[src/pitch_pkg.sv]
/*
 * Pitch resampler shared definitions
 * Memory word and address types, the fixed-point rate and source position,
 * the job and memory command bundles and the sequencer states
 */
package pitch_pkg;

    localparam int ADDR_W    = 23;    // SDRAM word address
    localparam int WORD_W    = 32;    // One stereo sample or a header
    localparam int LEN_W     = 23;    // Sample count in a header
    localparam int SPEED_W   = 4;
    localparam int FRAC_BITS = 3;     // Speed of 8 is unity

    // Integer part matches the header length
    localparam int PHASE_W   = LEN_W + FRAC_BITS;

    typedef logic [ADDR_W-1:0]  sdram_addr_t;
    typedef logic [WORD_W-1:0]  sample_word_t;
    typedef logic [LEN_W-1:0]   length_t;
    typedef logic [SPEED_W-1:0] speed_t;
    typedef logic [PHASE_W-1:0] phase_t;

    // Captured when a job starts
    typedef struct packed {
        sdram_addr_t src_addr;
        sdram_addr_t dst_addr;
        speed_t      speed;
    } pitch_job_t;

    // One memory access, read or write
    typedef struct packed {
        logic         read;
        logic         write;
        sdram_addr_t  addr;
        sample_word_t writedata;
    } mem_cmd_t;

    typedef enum logic [2:0] {
        IDLE,
        READ_HEADER,
        READ_SAMPLE,
        WRITE_SAMPLE,
        WRITE_HEADER,
        FINISH
    } seq_state_t;

endpackage

[src/job_sequencer.sv]
/*
 * Resample job sequencer
 * Reads the source length header, then alternates one sample read and one
 * sample write per output until the source position runs past the end,
 * and finishes with the output count header and a done pulse
 */
`timescale 1ns/1ps

module job_sequencer import pitch_pkg::*; (
    input  logic         i_clk,
    input  logic         i_rst,
    input  logic         pitch_start,
    input  pitch_job_t   job,
    input  logic         ack,
    input  sample_word_t rdata,
    input  length_t      index,
    input  logic         past_end,
    output mem_cmd_t     cmd,
    output logic         cmd_valid,
    output logic         load,
    output logic         step,
    output logic         pitch_done,
    output length_t      length
);

    seq_state_t  state;
    seq_state_t  next_state;
    sdram_addr_t src_q;
    sdram_addr_t dst_q;
    length_t     count;      // Output words written so far
    logic        pending;    // Sample read in flight

    always_comb begin
        next_state = state;
        cmd        = '0;
        cmd_valid  = 1'b0;
        load       = 1'b0;
        step       = 1'b0;

        case (state)
            IDLE: begin
                if (pitch_start) begin
                    cmd.read   = 1'b1;
                    cmd.addr   = job.src_addr;
                    cmd_valid  = 1'b1;
                    load       = 1'b1;
                    next_state = READ_HEADER;
                end
            end
            READ_HEADER: begin
                if (ack) begin
                    next_state = READ_SAMPLE;    // Length settles first
                end
            end
            READ_SAMPLE: begin
                if (!pending) begin
                    if (past_end) begin
                        cmd.write     = 1'b1;
                        cmd.addr      = dst_q;
                        cmd.writedata = sample_word_t'(count);
                        cmd_valid     = 1'b1;
                        next_state    = WRITE_HEADER;
                    end else begin
                        cmd.read  = 1'b1;
                        cmd.addr  = src_q + sdram_addr_t'(1) + sdram_addr_t'(index);
                        cmd_valid = 1'b1;
                    end
                end else if (ack) begin
                    // Forward the word just read
                    cmd.write     = 1'b1;
                    cmd.addr      = dst_q + sdram_addr_t'(1) + sdram_addr_t'(count);
                    cmd.writedata = rdata;
                    cmd_valid     = 1'b1;
                    next_state    = WRITE_SAMPLE;
                end
            end
            WRITE_SAMPLE: begin
                if (ack) begin
                    step       = 1'b1;
                    next_state = READ_SAMPLE;
                end
            end
            WRITE_HEADER: begin
                if (ack) begin
                    next_state = FINISH;
                end
            end
            FINISH: begin
                next_state = IDLE;
            end
            default: begin
                next_state = IDLE;
            end
        endcase
    end

    always_ff @(posedge i_clk or posedge i_rst) begin
        if (i_rst) begin
            state   <= IDLE;
            pending <= 1'b0;
            count   <= '0;
            length  <= '0;
        end else begin
            state <= next_state;

            if (next_state != READ_SAMPLE) begin
                pending <= 1'b0;
            end else if (cmd_valid) begin
                pending <= 1'b1;
            end

            if (load) begin
                count <= '0;
            end else if (step) begin
                count <= count + length_t'(1);
            end

            if (state == READ_HEADER && ack) begin
                length <= rdata[LEN_W-1:0];    // Upper header bits ignored
            end
        end
    end

    // Job addresses, held for the whole run
    always_ff @(posedge i_clk) begin
        if (state == IDLE && pitch_start) begin
            src_q <= job.src_addr;
            dst_q <= job.dst_addr;
        end
    end

    assign pitch_done = (state == FINISH);

    a_done_pulse: assert property (
        @(posedge i_clk) disable iff (i_rst)
        pitch_done |=> !pitch_done
    ) else $error("job_sequencer: pitch_done held longer than one cycle");

endmodule

[src/pitch_resampler_top.sv]
/*
 * Pitch resampler top level
 * Joins the job sequencer, the phase accumulator and the SDRAM port
 */
`timescale 1ns/1ps

module pitch_resampler_top import pitch_pkg::*; (
    input  logic         i_clk,
    input  logic         i_rst,
    // Job control
    input  logic         pitch_start,
    input  sdram_addr_t  pitch_src,
    input  sdram_addr_t  pitch_dst,
    input  speed_t       pitch_speed,
    output logic         pitch_done,
    // SDRAM side
    output logic         pitch_read,
    output logic         pitch_write,
    output sdram_addr_t  pitch_addr,
    output sample_word_t pitch_writedata,
    input  sample_word_t pitch_readdata,
    input  logic         pitch_sdram_finished
);

    pitch_job_t   job;
    mem_cmd_t     cmd;
    logic         cmd_valid;
    logic         ack;
    sample_word_t rdata;
    logic         load;
    logic         step;
    length_t      index;
    length_t      length;
    logic         past_end;

    assign job.src_addr = pitch_src;
    assign job.dst_addr = pitch_dst;
    assign job.speed    = pitch_speed;

    job_sequencer job_sequencer_inst (
        .i_clk       (i_clk),
        .i_rst       (i_rst),
        .pitch_start (pitch_start),
        .job         (job),
        .ack         (ack),
        .rdata       (rdata),
        .index       (index),
        .past_end    (past_end),
        .cmd         (cmd),
        .cmd_valid   (cmd_valid),
        .load        (load),
        .step        (step),
        .pitch_done  (pitch_done),
        .length      (length)
    );

    // Speed is taken in on load only
    resample_phase resample_phase_inst (
        .i_clk    (i_clk),
        .i_rst    (i_rst),
        .load     (load),
        .step     (step),
        .speed    (job.speed),
        .length   (length),
        .index    (index),
        .past_end (past_end)
    );

    sdram_port sdram_port_inst (
        .i_clk                (i_clk),
        .i_rst                (i_rst),
        .cmd                  (cmd),
        .cmd_valid            (cmd_valid),
        .pitch_readdata       (pitch_readdata),
        .pitch_sdram_finished (pitch_sdram_finished),
        .pitch_read           (pitch_read),
        .pitch_write          (pitch_write),
        .pitch_addr           (pitch_addr),
        .pitch_writedata      (pitch_writedata),
        .ack                  (ack),
        .rdata                (rdata)
    );

endmodule

[src/resample_phase.sv]
/*
 * Resample phase accumulator
 * Tracks the fixed-point source position, advancing by speed/8 per output,
 * and flags when its integer part reaches the header length
 */
`timescale 1ns/1ps

module resample_phase import pitch_pkg::*; (
    input  logic    i_clk,
    input  logic    i_rst,
    input  logic    load,
    input  logic    step,
    input  speed_t  speed,
    input  length_t length,
    output length_t index,
    output logic    past_end
);

    phase_t             phase;
    speed_t             speed_q;
    logic [PHASE_W:0]   phase_sum;    // One carry bit
    phase_t             phase_next;

    // Saturate so that the index never wraps below the length
    always_comb begin
        phase_sum = {1'b0, phase} + {{(PHASE_W + 1 - SPEED_W){1'b0}}, speed_q};
        if (phase_sum[PHASE_W]) begin
            phase_next = '1;
        end else begin
            phase_next = phase_sum[PHASE_W-1:0];
        end
    end

    always_ff @(posedge i_clk or posedge i_rst) begin
        if (i_rst) begin
            phase   <= '0;
            speed_q <= '0;
        end else begin
            if (load) begin
                phase   <= '0;
                speed_q <= speed;    // Rate fixed for the whole job
            end else if (step) begin
                phase   <= phase_next;
            end
        end
    end

    assign index    = phase[PHASE_W-1:FRAC_BITS];
    assign past_end = (index >= length);

    // Zero speed would never reach the end of the source
    a_speed_nonzero: assert property (
        @(posedge i_clk) disable iff (i_rst)
        load |-> (speed != '0)
    ) else $error("resample_phase: job started with speed zero");

endmodule

[src/sdram_port.sv]
/*
 * SDRAM access port
 * Takes one command from the sequencer and holds its read or write strobe
 * as a level until the memory reports finished, then latches the read word
 * and pulses ack for one cycle
 */
`timescale 1ns/1ps

module sdram_port import pitch_pkg::*; (
    input  logic         i_clk,
    input  logic         i_rst,
    input  mem_cmd_t     cmd,
    input  logic         cmd_valid,
    input  sample_word_t pitch_readdata,
    input  logic         pitch_sdram_finished,
    output logic         pitch_read,
    output logic         pitch_write,
    output sdram_addr_t  pitch_addr,
    output sample_word_t pitch_writedata,
    output logic         ack,
    output sample_word_t rdata
);

    logic access_open;

    assign access_open = pitch_read | pitch_write;

    // Strobes and ack
    always_ff @(posedge i_clk or posedge i_rst) begin
        if (i_rst) begin
            pitch_read  <= 1'b0;
            pitch_write <= 1'b0;
            ack         <= 1'b0;
        end else begin
            if (cmd_valid) begin
                pitch_read  <= cmd.read;
                pitch_write <= cmd.write;
            end else if (access_open && pitch_sdram_finished) begin
                pitch_read  <= 1'b0;    // Drop on the finished edge
                pitch_write <= 1'b0;
            end
            ack <= access_open & pitch_sdram_finished;
        end
    end

    // Address and data stay stable for the whole access
    always_ff @(posedge i_clk) begin
        if (cmd_valid) begin
            pitch_addr      <= cmd.addr;
            pitch_writedata <= cmd.writedata;
        end
        if (pitch_read && pitch_sdram_finished) begin
            rdata <= pitch_readdata;    // Held until the next read
        end
    end

    a_one_strobe: assert property (
        @(posedge i_clk) disable iff (i_rst)
        !(pitch_read && pitch_write)
    ) else $error("sdram_port: read and write strobes high together");

    // Sequencer must wait for ack before the next command
    a_no_overlap: assert property (
        @(posedge i_clk) disable iff (i_rst)
        cmd_valid |-> !access_open
    ) else $error("sdram_port: command issued while an access is open");

endmodule

[config.mk]
export PLATFORM = sky130hd
export DESIGN_NAME = pitch_resampler_top
export DESIGN_NICKNAME = d
export VERILOG_FILES = /design/src/pitch_pkg.sv /design/src/job_sequencer.sv /design/src/pitch_resampler_top.sv /design/src/resample_phase.sv /design/src/sdram_port.sv
export SDC_FILE = /design/constraint.sdc
export NUM_CORES = 1
export LEC_CHECK = 0
export BUFFER_PORTS_ARGS = -buffer_cell sky130_fd_sc_hd__buf_2
export CORE_MARGIN = 10
export CORE_UTILIZATION = 35
export CTS_BUF_LIST = sky130_fd_sc_hd__clkbuf_16
export CTS_CLUSTER_DIAMETER = 40
export DETAILED_ROUTE_END_ITERATION = 10
export GPL_TIMING_DRIVEN = 0
export HOLD_SLACK_MARGIN = 0.03
export SYNTH_ARGS = -nofsm -noshare
export SYNTH_HDL_FRONTEND = slang
export SYNTH_SLANG_ARGS = --single-unit
[constraint.sdc]
create_clock -name i_clk -period 3.66 [get_ports i_clk]
set_input_delay 0.915 -clock i_clk [delete_from_list [all_inputs] [get_ports i_clk]]
set_output_delay 0.915 -clock i_clk [all_outputs]
set_load 0.02 [all_outputs]
==> reports/qor.log, run 1 <==
qor: run_status.outcome finished, final reports clean
qor: setup_path.timing.critical_path.arrival 3.91 ns
qor: cts.postCtsSetupRepairBufs 0
qor: grt.grt_pass1_wl 56700 um
qor: drt.detailedRoute.firstIterationViolations 779
qor: floorplanning.io_pins 144
qor: grt.global_route.usage.total 17.6%
qor: cts.clock-sinks 216
qor: synthesis.synth_xor_xnor_area_share 3.39%
qor: drt.route.antenna.remaining_nets 0
qor: cts.clk_latency 0.51 ns
qor: sta.setup_viol_count_final 0
qor: floorplanning.fp.dieH 204 um
qor: synthesis.synth_seq_cells 216
qor: sta.timing.final.crit_period 3.54 ns
qor: synthesis.synth.lib_cells_used.distinct 77
qor: synthesis.netlist_instances 1123
qor: cts.clockBufferDepth 3
qor: setup_path.worst-setup-path-type reg2reg
qor: sta.final_hold_viol_count 0
qor: drt.detail_route.vias_per_cell 5.38
qor: placement.detailedPlacementHpwl 28300 um
qor: power.vdd.ir_drop.worst 427 uV
qor: sta.maxSlewHeadroom 31.2%
qor: synthesis.net_count_after_synthesis 1284
qor: finish.mostFrequentLayoutCell buf_2
qor: worst_hold_path.min_path_type in2async
qor: sta.setup_repair_after_global_routing_missed_its_margin no
qor: drt.vias 9576
qor: sta.post-route-worst-setup-slack 0.117 ns
qor: setup_path.reg2regPathDepth 11
qor: setup_path.cp-end-kind flip-flop
qor: finish.area_growth_syn_to_layout 21.9%
qor: setup_path.kind_of_launch_point_of_the_worst_setup_path flip-flop
qor: placement.post-place-ws -0.290 ns
qor: sta.final.hold.worst_slack 0.484 ns
qor: grt.largest_net_degree_at_the_start_of_global_routing 56
qor: drt.remaining_drc_errors 0
qor: finish.final_util 43.2%
qor: synthesis.ys_async_sr_fraction 38.4%
qor: cts.cts_buffers 35
qor: sta.period_share 96.8%
qor: cts.cts.htree.levels 2
qor: grt.grt_pass1_vias 9488
qor: cts.hold_buffers 0
qor: sta.fmax 282 MHz
qor: placement.finalWeightedCongestion 0.922
qor: setup_path.worst-path-max-fanout 10
qor: synthesis.number_of_synthesized_flops_with_an_enable_pin 133
qor: finish.commonest_cells_after_routing_fill_and_taps_aside 152 x buf_2, 133 x edfxtp_1, 108 x nand2_1
qor: sta.worst_clock_skew 0.0186 ns
qor: finish.final_layout_size_suffix_gt1_share 17.5%
qor: flow_run.max-cap-violations 0
qor: sta.worst_pin_slew 1.03 ns
qor: synthesis.synth.cell_area 11900 sq um
qor: setup_path.critical_path.reg2reg.startpoint resample_phase_inst.phase[25]
qor: setup_path.required 4.02 ns
qor: synthesis.synth_compound_gate_area_share 18.8%
qor: cts.ctsRootBufferMaster clkbuf_16
qor: grt.grt-ovfl-total 0
qor: setup_path.reg2reg_to sdram_port_inst.pitch_writedata[2]
qor: drt.wl_per_cell 21.1 um
qor: drt.routed_wirelength 37600 um
qor: floorplanning.dieArea 41700 sq um
qor: floorplanning.core_area 33500 sq um
qor: setup_path.timing.reg2reg.setup_slack 0.12 ns
qor: drt.drtPass1Iterations 5
qor: synthesis.yosysWarningCount 0
qor: cts.clock_tree_from_tritoncts built
qor: floorplanning.start_util 35.4%
qor: floorplanning.die_width 204 um
qor: floorplanning.placementRows 67
qor: placement.io_buffer_count 143
qor: synthesis.synth_simple_gate_area_share 13.6%
qor: synthesis.synth-seq-area-share 51.1%
qor: synthesis.combinational_family_with_the_most_area_after_synthesis compound AO/OA/AOI/OAI gates
qor: finish.design.final.nets 1467
qor: synthesis.post_synth_fa_ha_maj_area_fraction 8.09%
qor: synthesis.synth.mux.area_fraction 1.56%
qor: synthesis.synth_top_flop_cell edfxtp_1
qor: sta.slew_violations 0
qor: cts.cts.reportedPaths.clkPinSlew 0.05 ns
qor: grt.grt_antenna_before_repair 1
qor: synthesis.postSynthAreaPerCell 10.6 sq um
qor: power.power.density_cell_area 756 nW/um^2
qor: power.p_leak 6.32 nW
-- routing by layer --
layer	part of all wire (%)	vias up	global-route usage, %
met5	0	-	0
met4	3.0	0	6.27
met3	6.0	71	3.55
met2	48	293	28.9
met1	43	4652	22.5
li1	-	4560	-
-- worst max-delay path, cell delays in order, from the launching register on --
cell	delay [ns]
dfrtp_1	0.48
ha_1	0.35
nand4_1	0.23
nor4_4	0.49
o21ai_1	0.18
a21oi_4	0.33
or2_1	0.15
buf_2	0.22
nand2b_2	0.18
nor2_4	0.28
buf_2	0.31
a22o_1	0.19
-- synthesized netlist by cell type (all sizes together), types with 23 or more instances --
library cell,number,area share [%]
ha,72,7.6
xor2,23,1.7
dfrtp,83,17
clkbuf,29,0.92
a22o,46,3.4
o21ai,108,4.6
xnor2,23,1.7
nand2,109,3.4
a21oi,55,2.3
nand3,26,1.1
inv,62,2.0
edfxtp,133,34
nor2,71,2.3
-- sequential cells by signal (all words and copies together), names as in the netlist, 3 cells and up --
register and cells:
job_sequencer_inst.state 3, job_sequencer_inst.count 23, resample_phase_inst.speed_q 4, sdram_port_inst.pitch_addr 23, resample_phase_inst.phase 26, job_sequencer_inst.length 23, job_sequencer_inst.src_q 23, sdram_port_inst.pitch_writedata 32
job_sequencer_inst.dst_q 23, sdram_port_inst.rdata 32
-- cell type report --
cell class              instances  area [sq um]
plain buffers                  43           180
clock inverters                26           289
repair buffers                146           783
flip-flops and latches        216          6070
well taps                     448           561
multi-input cells             802          5440
clock buffers                  37           926
inverters                      62           235
diodes                          1          2.50
fillers                      3212         19000
-- stage by stage --
stage,cells,power [mW],instance area [sq um],setup TNS (ns)
2_1_floorplan,1123,6.18,11900,0
3_3_place_gp,1714,7.45,13200,-194.12
3_5_place_dp,1717,7.56,13200,-9.36
4_1_cts,1780,11.0,14500,0
5_1_grt,1780,11.5,14500,0
6_report,1781,11.0,14500,0
-- repair_timing --
action,CTS,global route
setup endpoints to repair,23,3
gates resized for setup,3,1
endpoints found under the hold margin,0,0
-- cells by family after synthesis --
kind of cell / after synthesis
adders and majority gates: 75
AOI/OAI and AO/OA: 333
and+or+nand+nor: 330
muxes: 18
DFF: 216
xor gates and xnor gates: 46
buffers and inverters: 105
-- how the worst max path moves through the flow --
stage	from	end	slack (ns)	depth (start not counted)
2_1_floorplan	pitch_start	job_sequencer_inst.dst_q[0]	0.06	5
3_3_place_gp	pitch_start	job_sequencer_inst.dst_q[5]	-1.72	6
3_5_place_dp	resample_phase_inst.phase[23]	sdram_port_inst.pitch_writedata[13]	-0.29	11
4_1_cts	resample_phase_inst.phase[23]	sdram_port_inst.pitch_writedata[2]	0.11	11
5_1_grt	resample_phase_inst.phase[25]	sdram_port_inst.pitch_writedata[2]	0.02	11
6_report	resample_phase_inst.phase[25]	sdram_port_inst.pitch_writedata[2]	0.12	11
-- where the power goes --
group / internal, mW / switching [mW] / total (mW)
sequential: 3.50 / 0.321 / 3.83
clock: 2.20 / 1.20 / 3.41
combinational: 1.19 / 2.53 / 3.72
Power figures use the tool's default switching activity.
==> inputs of run 2 (changes only) <==
--- a/config.mk
+++ b/config.mk
@@ -5,12 +5,12 @@
 export SDC_FILE = /design/constraint.sdc
 export NUM_CORES = 1
 export LEC_CHECK = 0
-export BUFFER_PORTS_ARGS = -buffer_cell sky130_fd_sc_hd__buf_2
 export CORE_MARGIN = 10
 export CORE_UTILIZATION = 35
 export CTS_BUF_LIST = sky130_fd_sc_hd__clkbuf_16
 export CTS_CLUSTER_DIAMETER = 40
 export DETAILED_ROUTE_END_ITERATION = 10
+export DONT_BUFFER_PORTS = 1
 export GPL_TIMING_DRIVEN = 0
 export HOLD_SLACK_MARGIN = 0.03
 export SYNTH_ARGS = -nofsm -noshare
==> reports/qor.log, run 2 (synthesis gave the netlist of run 1 again) <==
qor: sta.maxSlewHeadroom 35.9% [+4.7 points]
qor: setup_path.cpPeakStageDelay 0.49 ns [about the same]
qor: grt.grt-ovfl-total 0 [unchanged]
qor: floorplanning.io_pins 144 [unchanged]
qor: placement.io_buffer_count 0 [-100%]
qor: power.p_clk_share 31.2% [about the same]
qor: finish.finalNonFillerCells 1639 [-8.0%]
qor: cts.clockBufferDepth 3 [unchanged]
qor: power.internal_power 6.51 mW [-5.6%]
qor: sta.setup_viol_count_final 0 [unchanged]
qor: finish.commonest_cells_after_routing_fill_and_taps_aside 133 x edfxtp_1, 108 x nand2_1, 83 x dfrtp_1
qor: finish.biggestRegsByFlops sdram_port_inst.pitch_writedata: 32 flops, sdram_port_inst.rdata: 32 flops, resample_phase_inst.phase: 26 flops
qor: cts.ctsRootBufferMaster clkbuf_16
qor: power.combPwrFrac 27.6% [-6.4 points]
qor: sta.final.hold.worst_slack 0.229 ns [-0.255 ns]
qor: sta.setup_repair_after_global_routing_missed_its_margin no
qor: sta.timing.final.crit_period 3.53 ns [-0.0115 ns]
qor: floorplanning.die_width 204 um [unchanged]
qor: sta.post-route-worst-setup-slack 0.129 ns [+0.0115 ns]
qor: floorplanning.dieArea 41700 sq um [unchanged]
qor: drt.detail_route.vias_per_cell 5.60 [+4.2%]
qor: grt.met3_usage 4.20% [+0.65 points]
qor: grt.grt_pass1_wl 55700 um [-1.8%]
qor: finish.final_layout_size_suffix_gt1_share 7.82% [-9.7 points]
qor: setup_path.reg2regPathDepth 11 [unchanged]
qor: power.seq_power_share 41.1% [+6.2 points]
qor: setup_path.cp-end-kind flip-flop
qor: sta.worst_clock_skew 0.0210 ns [+0.00234 ns]
qor: placement.numPlacedInstances 1574 [-8.3%]
qor: cts.clock-sinks 216 [unchanged]
qor: floorplanning.fp.dieH 204 um [unchanged]
qor: drt.drtPass1Iterations 6 [+1]
qor: cts.cts.reportedPaths.clkPinSlew 0.06 ns [about the same]
qor: sta.fmax 283 MHz [+0.33%]
qor: worst_hold_path.min_path_type in2async
qor: drt.remaining_drc_errors 0 [unchanged]
qor: setup_path.worst-setup-path-type reg2reg
qor: grt.largest_net_degree_at_the_start_of_global_routing 66 [+18%]
qor: power.netSwitchingFraction 38.4% [+1.4 points]
qor: placement.finalWeightedCongestion 0.924 [+0.30%]
qor: drt.vias 9184 [-4.1%]
qor: cts.postCtsSetupRepairBufs 0 [unchanged]
qor: power.p_leak 5.70 nW [-9.9%]
qor: sta.setup-tns-final 0 ns [unchanged]
qor: power.vdd.ir_drop.worst 302 uV [-29%]
qor: setup_path.kind_of_launch_point_of_the_worst_setup_path flip-flop
qor: finish.mostFrequentLayoutCell edfxtp_1
qor: placement.detailedPlacementHpwl 27800 um [-1.6%]
qor: finish.area_growth_syn_to_layout 15.7%
qor: finish.design.final.nets 1325 [-9.7%]
qor: flow_run.max-cap-violations 0 [unchanged]
qor: run_status.outcome finished, final reports clean
qor: setup_path.worst-path-max-fanout 10 [unchanged]
qor: grt.grt.busiest_layer met2
qor: power.power.density_cell_area 769 nW/um^2 [+1.7%]
qor: sta.period_share 96.5% [-0.31 points]
qor: setup_path.timing.critical_path.slowest_stage_cell dfrtp_1
qor: cts.clock_tree_from_tritoncts built
qor: drt.detailedRoute.firstIterationViolations 809 [+3.9%]
qor: cts.cts.htree.levels 2 [unchanged]
qor: setup_path.required 4.03 ns [about the same]
qor: power.switching_power 4.06 mW [about the same]
qor: floorplanning.placementRows 67 [unchanged]
qor: placement.post-place-ws -0.314 ns [-0.0237 ns]
qor: cts.cts_buffers 36 [+2.9%]
qor: grt.global_route.usage.total 17.5% [-0.12 points]
qor: sta.final_hold_viol_count 0 [unchanged]
qor: drt.route.antenna.remaining_nets 0 [unchanged]
qor: grt.globalRouteMet2Util 29.1% [+0.26 points]
qor: drt.routed_wirelength 37400 um [-0.57%]
qor: grt.grt_antenna_before_repair 0 [-1]
qor: sta.worst_pin_slew 0.961 ns [-0.0659 ns]
qor: setup_path.timing.critical_path.arrival 3.90 ns [about the same]
qor: grt.groute.layer.met1.usage 21.5% [-0.97 points]
qor: setup_path.crit_path_cell_trace ha_1 > nand4_1 > nor4_4 > o21ai_1 > a21oi_4 > or2_1 > buf_2 > nand2b_2 > nor2_4 > buf_2 > a22o_1
qor: floorplanning.start_util 35.4% [unchanged]
qor: power.post-layout-total-power 10.6 mW [-3.5%]
qor: sta.slew_violations 0 [unchanged]
qor: floorplanning.core_area 33500 sq um [unchanged]
qor: grt.grt_pass1_vias 8928 [-5.9%]
qor: setup_path.critical-path-top-cell-by-count buf_2
qor: drt.wl_per_cell 22.8 um [+8.0%]
qor: cts.clk_latency 0.52 ns [about the same]
run 2: cell types whose count changed in the layout (fill, tap and decap cells not counted), sizes merged:
cell	before	now
bufinv	5	2
clkinvlp	2	6
buf	160	17
run 2: timing repair:
action	CTS	global route
endpoints found under the setup margin	26	21
hold buffers	0	0
endpoints found under the hold margin	0	0
resized for setup	3	2
run 2: area by class of cell:
cell class / count / area, sq um
fill: 3234 / 19800
sequential: 216 / 6070
multi-input combinational: 802 / 5440
clock buffer: 37 / 926
tap: 448 / 561
clock inverter: 27 / 256
inverter: 62 / 235
buffer: 43 / 180
timing repair buffer: 3 / 66.3
antenna: 1 / 2.50
run 2: final timing paths:
check / startpoint / to / slack, ns
setup / recovery: resample_phase_inst.phase[23] / sdram_port_inst.pitch_writedata[12] / 0.13
hold / removal: i_rst / job_sequencer_inst.count[20] / 0.23
setup reg to reg: resample_phase_inst.phase[23] / sdram_port_inst.pitch_writedata[12] / 0.13
hold reg to reg: resample_phase_inst.phase[2] / resample_phase_inst.phase[2] / 0.48
max in group asynchronous: i_rst / job_sequencer_inst.length[11] / 2.77
min in group i_clk: resample_phase_inst.phase[2] / resample_phase_inst.phase[2] / 0.48
run 2: routing by layer:
layer	routed length, um	share of wire, %
met3	2590	6.9
met5	0	0
met4	1190	3.2
met2	18200	49
met1	15400	41
run 2: through the flow:
step	instance area [sq um]	util [%]
after floorplan	11900	-
after global placement	12400	37.1
after detailed placement	12500	37.3
after CTS	13700	40.9
after global routing	13700	41.0
final	13700	41.0
run 2: power groups by stage:
stage | combinational, mW | clock (mW) | sequential, mW
2_1_floorplan | 1.97 | 0 | 4.22
3_3_place_gp | 2.75 | 0 | 4.42
3_5_place_dp | 2.87 | 0 | 4.41
4_1_cts | 2.91 | 3.37 | 4.37
5_1_grt | 3.23 | 3.48 | 4.41
6_report | 2.92 | 3.30 | 4.35
run 2: critical path: cells and delay by family, from the launching register on:
kind / cells / cell delay [ns]
adder cells (fa/ha/maj): 1 / 0.36
AO/OA/AOI/OAI: 3 / 0.66
flip-flops: 1 / 0.49
AND/OR/NAND/NOR: 5 / 1.32
buffers and inverters: 2 / 0.55
==> inputs of run 3 (changes only) <==
==> constraint.sdc (replaced) <==
create_clock -name i_clk -period 2.9 [get_ports i_clk]
set_input_delay 0.725 -clock i_clk [delete_from_list [all_inputs] [get_ports i_clk]]
set_output_delay 0.725 -clock i_clk [all_outputs]
set_load 0.01 [all_outputs]
==> reports/qor.log, run 3 (synthesis gave the netlist of run 1 again) <==
qor: power.vdd.ir_drop.worst 353 uV [+17%]
qor: sta.worst_pin_slew 1.08 ns [+0.123 ns]
qor: floorplanning.fp.dieH 204 um [unchanged]
qor: drt.route.antenna.remaining_nets 0 [unchanged]
qor: finish.commonest_cells_after_routing_fill_and_taps_aside 133 x edfxtp_1, 107 x nand2_1, 67 x nor2_1
qor: drt.detail_route.vias_per_cell 5.63 [+0.47%]
qor: cts.cts.htree.levels 2 [unchanged]
qor: cts.clockBufferDepth 3 [unchanged]
qor: floorplanning.io_pins 144 [unchanged]
qor: power.seq_power_share 37.4% [-3.7 points]
qor: cts.clock-sinks 216 [unchanged]
qor: cts.clk_latency 0.52 ns [about the same]
qor: grt.grt_antenna_before_repair 1 [+1]
qor: placement.finalWeightedCongestion 0.950 [+2.7%]
qor: power.internal_power 8.66 mW [+33%]
qor: finish.final_layout_size_suffix_gt1_share 18.6% [+11 points]
qor: sta.setup_repair_after_global_routing_missed_its_margin yes
qor: grt.grt.busiest_layer met2
qor: floorplanning.start_util 35.4% [unchanged]
qor: grt.groute.layer.met1.usage 22.2% [+0.62 points]
qor: worst_hold_path.timing.hold.worst_endpoint job_sequencer_inst.src_q[3]
qor: setup_path.reg2reg_to sdram_port_inst.pitch_writedata[4]
qor: power.p_clk_share 31.2% [about the same]
qor: sta.final_hold_viol_count 0 [unchanged]
qor: power.power.density_cell_area 933 nW/um^2 [+21%]
qor: power.post-layout-total-power 13.8 mW [+31%]
qor: worst_hold_path.whs_path_depth 0
qor: finish.design.final.nets 1367 [+3.2%]
qor: cts.clock_tree_from_tritoncts built
qor: power.combPwrFrac 31.4% [+3.8 points]
qor: run_status.outcome finished, violations left
qor: cts.cts.reportedPaths.clkPinSlew 0.06 ns [about the same]
qor: sta.slew_violations 0 [unchanged]
qor: setup_path.timing.reg2reg.setup_slack -0.05 ns [-0.17 ns]
qor: floorplanning.core_area 33500 sq um [unchanged]
qor: flow_run.max-cap-violations 0 [unchanged]
qor: sta.maxSlewHeadroom 27.7% [-8.2 points]
qor: grt.grt_pass1_wl 57100 um [+2.6%]
qor: sta.post-route-worst-setup-slack -0.0459 ns [-0.175 ns]
qor: setup_path.path_delay_family simple AND/OR/NAND/NOR gates
qor: setup_path.critical_path.reg2reg.startpoint resample_phase_inst.phase[21]
qor: setup_path.cp-end-kind flip-flop
qor: setup_path.required 3.29 ns [-0.74 ns]
qor: setup_path.worst-path-max-fanout 5 [-5]
qor: grt.global_route.usage.total 18.0% [+0.55 points]
qor: drt.wl_per_cell 23.2 um [+1.9%]
qor: finish.mostFrequentLayoutCell edfxtp_1
qor: placement.detailedPlacementHpwl 28200 um [+1.4%]
qor: sta.setup_viol_count_final 19 [+19]
qor: setup_path.crit_path_cell_trace ha_4 > nand4_1 > nor4_4 > o21ai_2 > a21oi_4 > or2_1 > buf_6 > nand2b_4 > nor2_4 > buf_12 > clkbuf_16 > a22o_1
qor: worst_hold_path.min_path_type in2reg
qor: run_status.violations negative setup slack
qor: worst_hold_path.min-delay-start pitch_src[3]
qor: drt.drtPass1Iterations 6 [unchanged]
qor: setup_path.reg2regPathDepth 12 [+1]
qor: cts.cts_buffers 36 [unchanged]
qor: grt.grt_pass1_vias 9260 [+3.7%]
qor: cts.ctsRootBufferMaster clkbuf_16
qor: sta.fmax 339 MHz [+20%]
qor: setup_path.cpPeakStageDelay 0.46 ns [-0.03 ns]
qor: drt.routed_wirelength 39100 um [+4.6%]
qor: setup_path.timing.critical_path.slowest_stage_cell nor4_4
qor: drt.detailedRoute.firstIterationViolations 733 [-9.4%]
qor: grt.globalRouteMet2Util 30.3% [+1.1 points]
qor: sta.timing.final.crit_period 2.95 ns [-0.585 ns]
qor: finish.biggestRegsByFlops sdram_port_inst.pitch_writedata: 32 flops, sdram_port_inst.rdata: 32 flops, resample_phase_inst.phase: 26 flops
qor: setup_path.worstPathBufferInverterCount 3 [+1]
qor: power.switching_power 5.15 mW [+27%]
qor: power.p_leak 6.05 nW [+6.1%]
qor: placement.post-place-ws -1.02 ns [-0.705 ns]
qor: drt.vias 9469 [+3.1%]
qor: grt.grt-ovfl-total 0 [unchanged]
qor: floorplanning.placementRows 67 [unchanged]
qor: finish.diodes 0 [-1]
qor: sta.worst_clock_skew 0.0139 ns [-0.00707 ns]
qor: setup_path.kind_of_launch_point_of_the_worst_setup_path flip-flop
qor: floorplanning.dieArea 41700 sq um [unchanged]
qor: grt.largest_net_degree_at_the_start_of_global_routing 66 [unchanged]
qor: grt.met3_usage 3.85% [-0.35 points]
qor: power.netSwitchingFraction 37.3% [-1.1 points]
qor: setup_path.timing.critical_path.arrival 3.34 ns [-0.56 ns]
qor: finish.filler_cell_count 3084 [-4.6%]
qor: placement.io_buffer_count 0 [unchanged]
qor: floorplanning.die_width 204 um [unchanged]
qor: setup_path.worst-setup-path-type reg2reg
qor: drt.remaining_drc_errors 0 [unchanged]
qor: finish.area_growth_syn_to_layout 24.7%
qor: sta.period_share 102% [+5.1 points]
run 3: per-stage QoR:
stage | std cells | utilization [%] | hold slack (ns) | instance area [sq um] | TNS (ns)
detailed placement | 1575 | 37.4 | 0.473 | 12500 | -74.67
global route | 1682 | 44.2 | 0.280 | 14800 | -1.07
floorplan | 1123 | - | 0.450 | 11900 | 0
global placement | 1571 | 37.1 | 0.466 | 12400 | -274.42
finish | 1682 | 44.2 | 0.294 | 14800 | -0.561
CTS | 1666 | 42.4 | 0.276 | 14200 | -0.200
run 3: metal layers:
metal	up-vias	wire [um]	share of wire (%)
met3	82	2760	7.1
met1	4662	15900	41
met5	-	11	0.028
met2	372	19100	49
met4	2	1230	3.1
li1	4351	-	-
run 3: layout make-up:
type	count	area [sq um]	area share [%]
Timing Repair Buffer	47	469	3.17
Tap cell	448	561	3.79
Inverter	62	235	1.59
Buffer	41	219	1.48
Clock buffer	37	926	6.25
Multi-Input combinational cell	802	6010	40.6
Sequential cell	216	6090	41.1
Clock inverter	29	293	1.98
run 3: worst reg2reg max path, cell delays in order, from the launching register on:
cell	delay (ns)
dfrtp_2	0.43
ha_4	0.28
nand4_1	0.23
nor4_4	0.46
o21ai_2	0.13
a21oi_4	0.29
or2_1	0.17
buf_6	0.15
nand2b_4	0.12
nor2_4	0.13
buf_12	0.16
clkbuf_16	0.16
a22o_1	0.12
run 3: repair_timing:
| item | CTS | global route |
|---|---|---|
| gates cloned | 1 | 1 |
| buffers inserted | 23 | 17 |
| hold endpoints to repair | 17 | 0 |
| pin swaps | 18 | 24 |
| resized for setup | 68 | 77 |
| hold buffers | 1 | 0 |
| endpoints found under the setup margin | 164 | 101 |
run 3: worst max-delay path by stage:
stage / cells after the start / slack [ns] / endpoint / from
floorplan: 1 / 0.04 / job_sequencer_inst.count[0] / i_rst
global placement: 5 / -1.32 / sdram_port_inst.pitch_addr[18] / job_sequencer_inst.state[0]
detailed placement: 11 / -1.02 / sdram_port_inst.pitch_writedata[12] / resample_phase_inst.phase[23]
CTS: 10 / -0.09 / sdram_port_inst.pitch_addr[15] / job_sequencer_inst.src_q[1]
global route: 12 / -0.08 / sdram_port_inst.pitch_writedata[12] / resample_phase_inst.phase[21]
finish: 12 / -0.05 / sdram_port_inst.pitch_writedata[4] / resample_phase_inst.phase[21]
run 3: power by group through the flow:
| stage | Clock [mW] | Sequential [mW] | Combinational [mW] |
|---|---|---|---|
| after global routing | 4.52 | 5.24 | 4.72 |
| after detailed placement | 0 | 5.26 | 3.64 |
| after CTS | 4.39 | 5.17 | 4.00 |
| final | 4.31 | 5.16 | 4.34 |
| after floorplan | 0 | 5.00 | 2.48 |
| after global placement | 0 | 5.18 | 3.42 |
